### src/verilog/mesh_pkg.sv
//**************************************************************************
// mesh package: packet layout, opcodes and router port indices
//**************************************************************************

`default_nettype none

package mesh_pkg;

  // coordinate widths, covers up to 4 columns and 4 rows with the io row
  parameter int x_cord_width = 2;
  parameter int y_cord_width = 2;

  // word address inside one tile memory
  parameter int addr_width = 8;

  // payload word
  parameter int data_width = 32;

  // router ports, one per direction plus the local port
  parameter int num_dirs = 5;

  typedef logic [x_cord_width-1:0] x_cord_t;
  typedef logic [y_cord_width-1:0] y_cord_t;

  // request and response opcodes
  typedef enum logic [1:0]
  {
    OP_STORE = 2'd0,
    OP_LOAD  = 2'd1,
    OP_RESP  = 2'd2
  } mesh_op_e;

  // link index of each router port, P is the local endpoint
  typedef enum logic [2:0]
  {
    P = 3'd0,
    W = 3'd1,
    E = 3'd2,
    N = 3'd3,
    S = 3'd4
  } dir_e;

  // one packet, dst steers the routers and src is where a reply goes
  typedef struct packed
  {
    mesh_op_e                op;
    x_cord_t                 dst_x;
    y_cord_t                 dst_y;
    x_cord_t                 src_x;
    y_cord_t                 src_y;
    logic [addr_width-1:0]   addr;
    logic [data_width-1:0]   data;
  } mesh_pkt_s;

  // a link carries a packet in any cycle where v is high
  typedef struct packed
  {
    logic      v;
    mesh_pkt_s pkt;
  } mesh_link_s;

endpackage

`default_nettype wire

### src/verilog/mesh_router.sv
//**************************************************************************
// mesh router: five-port xy router with input fifos and round-robin
// output arbitration, outputs are registered
//**************************************************************************

`timescale 1ns/100ps
`default_nettype none

module mesh_router
  #(parameter mesh_pkg::x_cord_t my_x_p = '0
    , parameter mesh_pkg::y_cord_t my_y_p = '0
    , parameter int fifo_depth_p = 4
  )
  (
    input  logic                                            clk_i
    , input  logic                                          reset_i
    , input  mesh_pkg::mesh_link_s [mesh_pkg::num_dirs-1:0] links_i
    , output mesh_pkg::mesh_link_s [mesh_pkg::num_dirs-1:0] links_o
  );

  localparam int ptr_width_lp = (fifo_depth_p > 1) ? $clog2(fifo_depth_p) : 1;
  localparam int cnt_width_lp = $clog2(fifo_depth_p + 1);

  // fifo heads as seen by the arbiters
  mesh_pkg::mesh_pkt_s            head_pkt [mesh_pkg::num_dirs];
  mesh_pkg::dir_e                 head_dir [mesh_pkg::num_dirs];
  logic [mesh_pkg::num_dirs-1:0]  head_valid;
  logic [mesh_pkg::num_dirs-1:0]  fifo_full;
  logic [mesh_pkg::num_dirs-1:0]  pop;

  // req[o][i] is set when the head of input i wants output o
  logic [mesh_pkg::num_dirs-1:0]  req [mesh_pkg::num_dirs];
  logic [mesh_pkg::num_dirs-1:0]  grant_v;
  logic [2:0]                     grant_idx [mesh_pkg::num_dirs];
  logic [2:0]                     last_grant [mesh_pkg::num_dirs];

  logic [mesh_pkg::num_dirs-1:0]  out_v;
  mesh_pkg::mesh_pkt_s            out_pkt [mesh_pkg::num_dirs];

  // dimension-ordered routing, x is resolved before y
  function automatic mesh_pkg::dir_e route_dir(input mesh_pkg::mesh_pkt_s pkt);
    mesh_pkg::dir_e d;
    if (pkt.dst_x > my_x_p)
      d = mesh_pkg::E;
    else if (pkt.dst_x < my_x_p)
      d = mesh_pkg::W;
    else if (pkt.dst_y > my_y_p)
      d = mesh_pkg::S;
    else if (pkt.dst_y < my_y_p)
      d = mesh_pkg::N;
    else
      d = mesh_pkg::P;
    return d;
  endfunction

  // one circular fifo per input port
  for (genvar i = 0; i < mesh_pkg::num_dirs; i++)
  begin : g_fifo
    mesh_pkg::mesh_pkt_s       mem [fifo_depth_p];
    logic [ptr_width_lp-1:0]   wr_ptr;
    logic [ptr_width_lp-1:0]   rd_ptr;
    logic [cnt_width_lp-1:0]   count;
    logic                      push;

    assign fifo_full[i]  = (count == cnt_width_lp'(fifo_depth_p));
    assign push          = links_i[i].v && !fifo_full[i];
    assign head_valid[i] = (count != '0);
    assign head_pkt[i]   = mem[rd_ptr];
    assign head_dir[i]   = route_dir(mem[rd_ptr]);

    always_ff @(posedge clk_i)
    begin
      if (reset_i)
      begin
        wr_ptr <= '0;
        rd_ptr <= '0;
        count  <= '0;
      end
      else
      begin
        if (push)
          wr_ptr <= (wr_ptr == ptr_width_lp'(fifo_depth_p - 1)) ?
                    '0 : wr_ptr + ptr_width_lp'(1);
        if (pop[i])
          rd_ptr <= (rd_ptr == ptr_width_lp'(fifo_depth_p - 1)) ?
                    '0 : rd_ptr + ptr_width_lp'(1);
        count <= count + cnt_width_lp'(push) - cnt_width_lp'(pop[i]);
      end
    end

    always_ff @(posedge clk_i)
    begin
      if (push)
        mem[wr_ptr] <= links_i[i].pkt;
    end
  end

  // request matrix and one round-robin pick per output
  always_comb
  begin
    int idx;
    for (int o = 0; o < mesh_pkg::num_dirs; o++)
      req[o] = '0;
    for (int i = 0; i < mesh_pkg::num_dirs; i++)
      if (head_valid[i])
        req[head_dir[i]][i] = 1'b1;

    pop     = '0;
    grant_v = '0;
    for (int o = 0; o < mesh_pkg::num_dirs; o++)
    begin
      grant_idx[o] = last_grant[o];
      // search starts just after the previous winner
      for (int k = 1; k <= mesh_pkg::num_dirs; k++)
      begin
        idx = (int'(last_grant[o]) + k) % mesh_pkg::num_dirs;
        if (!grant_v[o] && req[o][idx])
        begin
          grant_v[o]   = 1'b1;
          grant_idx[o] = 3'(idx);
          pop[idx]     = 1'b1;
        end
      end
    end
  end

  always_ff @(posedge clk_i)
  begin
    if (reset_i)
    begin
      out_v <= '0;
      for (int o = 0; o < mesh_pkg::num_dirs; o++)
        last_grant[o] <= 3'(mesh_pkg::num_dirs - 1);
    end
    else
    begin
      out_v <= grant_v;
      for (int o = 0; o < mesh_pkg::num_dirs; o++)
        if (grant_v[o])
          last_grant[o] <= grant_idx[o];
    end
  end

  // winner payload moves into the output register
  always_ff @(posedge clk_i)
  begin
    for (int o = 0; o < mesh_pkg::num_dirs; o++)
      if (grant_v[o])
        out_pkt[o] <= head_pkt[grant_idx[o]];
  end

  always_comb
  begin
    for (int o = 0; o < mesh_pkg::num_dirs; o++)
    begin
      links_o[o].v   = out_v[o];
      links_o[o].pkt = out_pkt[o];
    end
  end

endmodule

`default_nettype wire
### config.mk
export PLATFORM = sky130hd
export DESIGN_NAME = mesh_router
export DESIGN_NICKNAME = d
export VERILOG_FILES = /design/src/verilog/mesh_pkg.sv /design/src/verilog/mesh_router.sv
export SDC_FILE = /design/constraint.sdc
export NUM_CORES = 2
export LEC_CHECK = 0
export ABC_CLOCK_PERIOD_IN_PS = 8800
export BUFFER_PORTS_ARGS = -buffer_cell sky130_fd_sc_hd__buf_2
export CAP_MARGIN = 25
export CELL_PAD_IN_SITES_DETAIL_PLACEMENT = 0
export CELL_PAD_IN_SITES_GLOBAL_PLACEMENT = 1
export CORE_ASPECT_RATIO = 0.75
export CORE_UTILIZATION = 38
export DETAILED_ROUTE_END_ITERATION = 16
export PLACE_DENSITY = 0.65
export SLEW_MARGIN = 30
export SYNTH_ARGS = -nofsm -noshare
export SYNTH_HDL_FRONTEND = slang
export SYNTH_SLANG_ARGS = --single-unit
export TNS_END_PERCENT = 50
### constraint.sdc
create_clock -name clk_i -period 8.8 [get_ports clk_i]
set_clock_uncertainty 0.15 [all_clocks]
set_input_delay 0.88 -clock clk_i [delete_from_list [all_inputs] [get_ports clk_i]]
set_output_delay 0.88 -clock clk_i [all_outputs]
set_load 0.02 [all_outputs]
==> impl_results.md <==
* Outcome: completed
* Fin crit share at 89.8%
* Detailed-route via count at 37100
* Layout area overhead at 14.1%
* First-pass GRT wire length at 270 mm
* Most common cell after layout, fill and taps aside: edfxtp_1
* Clock slew at reported path FFs at 0.08 ns
* GRT Total Usage at 24.6%
* Worst path arrival time at 8.39 ns
* Crit-path slowest cell: ha_1
* Total Wirelength at 194 mm
* Initial Utilization at 38.5%
* Synthesized cell area at 58100 µm²
* Critical Path Start Type: flip-flop
* Ys flop type: edfxtp_1
* RePlAce Congestion at 0.941
* DR DRC count at 0
* Largest net degree at the start of global routing at 102
* Hold Path Class: in2reg
* Antenna violations before repair at 62
* CP max stage delay at 0.68 ns
* DR iter-0 viols at 4579
* EDFF count, synth at 1159
* Final HPWL from detailed placement at 136 mm
* TritonCTS clock tree: done
* Flop2flop setup slack at 0.90 ns
* CTS max path bufs at 3
* CP Max Fanout at 16
* # clock sinks at 1207
* CTS resizes at 0
* Yosys cell types at 110
* H-tree levels at 3
* Rel. slew slack at 28.2%
* Flops & latches, synth at 1207
* Setup Viol. Count Final at 0
* Pins Over Slew Limit at 0
* Most frequent cells in the layout: 1159 x edfxtp_1, 409 x buf_2, 250 x mux4_2
* Overall die width at 453 µm
* Hold Violations, Final at 0
* Fin crit period at 7.90 ns
* TritonCTS Buffers at 118
* Register area share after synthesis at 61.6%
* CTS Hold Bufs at 0
* Share of cells above drive strength 1 at 26.7%
* WL per Instance at 30.7 µm
* Ports at 512
* Die Y-Extent at 340 µm
* Core Area at 151000 µm²
* Total negative slack at 0 ns
* # Max-Cap Violations at 0
* RSZ-0062 raised after global routing: no
* Clk_lat worst skew at 0.80 ns
* CTS root buf: clkbuf_16
* Post-synth ARST share at 0%
* Port Buffers at 409
* Die ar. at 154000 µm²
* FP Rows at 123
* Vias per Instance at 5.88
* Fin nets at 4588
* Postcts setup bufs at 0
* Antenna Nets Post-Route at 0
* Crit Path Class: reg2reg
* Worst slew pin tran at 1.08 ns
* Synth Instances at 3793
* Gr ovfl total at 0
* Element type at the critical path end: flip-flop
* Fmax at 127 MHz
* Vias in the first global route at 34800
* WP data required at 9.28 ns
* Yosys warns at 0
* DRT Pass-1 Iters at 7
* Syn_area_per_cell at 15.3 µm²
-- kinds of logic (layout without fill, tap and decap cells) --
logic type                 count (synthesis)  in the layout  synth area share (%)
adders and majority gates                137            137                  3.03
buffers and inverters                    436            836                  3.80
DFF                                     1207           1207                  61.6
AOI/OAI and AO/OA                        656            656                  8.18
and+or+nand+nor                          712            712                  6.63
other                                      1            124               0.00646
muxes                                    604            604                  16.1
xor gates and xnor gates                  40             40                 0.688
-- worst paths after layout --
| kind | from | to | depth (start not counted) |
|---|---|---|---|
| setup / recovery | last_grant[0][7] | g_fifo[0].count[2] | 30 |
| hold / removal | links_i[8] | g_fifo[0].mem[3][8] | 1 |
| setup reg to reg | last_grant[0][7] | g_fifo[0].count[2] | 30 |
| hold reg to reg | g_fifo[3].wr_ptr[1] | g_fifo[3].wr_ptr[1] | 2 |
-- registers in the layout, indices dropped and copies added, names as in the netlist, named ones only --
register       cells
out_pkt          150
g_fifo.rd_ptr     10
g_fifo.count      15
g_fifo.mem      1000
out_v              3
last_grant         9
g_fifo.wr_ptr     10
-- critical path, delay by kind of cell (launching register included) --
kind                     cells  cell delay [ns]
adder cells (fa/ha/maj)      6             1.92
buffers and inverters        7             1.24
AO/OA/AOI/OAI                9             2.10
flip-flops                   1             0.65
AND/OR/NAND/NOR              6             1.38
XOR/XNOR                     2             0.32
-- metrics by stage --
stage          hold WS (ns)  worst slack, ns  instances  cell area (µm²)  util, %
2_1_floorplan         0.318             1.27       3894            58400        -
3_3_place_gp          0.340             1.11       6068            62200     41.2
3_5_place_dp          0.336             1.01       6072            62300     41.3
4_1_cts              0.0892            0.924       6292            66100     43.9
5_1_grt              0.0999            0.340       6307            66200     43.9
6_report              0.146            0.896       6316            66200     43.9
-- cell usage after synthesis, types with 10 or more instances --
| cell | n | area, µm² |
|---|---|---|
| and2_1 | 18 | 113 |
| o31ai_1 | 11 | 82.6 |
| o21ai_0 | 72 | 360 |
| nand2b_1 | 33 | 206 |
| or3_1 | 24 | 150 |
| a22oi_1 | 10 | 75.1 |
| mux2_2 | 109 | 1230 |
| clkbuf_1 | 107 | 402 |
| a32oi_1 | 52 | 455 |
| buf_1 | 24 | 90.1 |
| nor4_1 | 41 | 257 |
| inv_1 | 103 | 387 |
| nand3_1 | 138 | 691 |
| a21o_1 | 10 | 75.1 |
| o211ai_1 | 64 | 480 |
| a2bb2oi_1 | 56 | 490 |
| or2_2 | 18 | 113 |
| mux2i_1 | 243 | 2430 |
| a21oi_1 | 87 | 435 |
| nor3_1 | 43 | 215 |
| nor2_1 | 120 | 450 |
| buf_4 | 118 | 886 |
| o21a_1 | 16 | 120 |
| nor2b_1 | 22 | 138 |
| nand4_1 | 15 | 93.8 |
| o22ai_1 | 65 | 407 |
| nand2_1 | 119 | 447 |
| xnor2_1 | 30 | 263 |
| o21ai_1 | 43 | 215 |
| and3_1 | 32 | 200 |
| a31oi_1 | 15 | 93.8 |
| dfxtp_1 | 48 | 961 |
| buf_2 | 69 | 345 |
| a221oi_1 | 12 | 105 |
| a211oi_1 | 20 | 150 |
| edfxtp_1 | 1159 | 34800 |
| nor4b_1 | 16 | 140 |
| mux4_2 | 250 | 5630 |
| ha_1 | 131 | 1640 |
-- layer usage --
metal | global-route usage, % | up-vias | wire, µm
li1 | - | 15900 | -
met4 | 8.17 | 40 | 7130
met5 | 0 | - | 266
met3 | 6.04 | 325 | 18100
met1 | 37.5 | 19100 | 87800
met2 | 34.1 | 1783 | 80700
-- layout make-up --
class                   count  area, µm²
clock inverters            64        631
inverters                 113        425
diodes                     22       55.1
clock buffers             156       3180
well taps                2000       2500
fillers                 13500      84600
multi-input cells        2251      20700
flip-flops and latches   1207      35800
repair buffers            503       2990
Power is left out: the tool's default activity adds up to more than one toggle a clock period on the data nets, which glitch-free logic cannot reach.
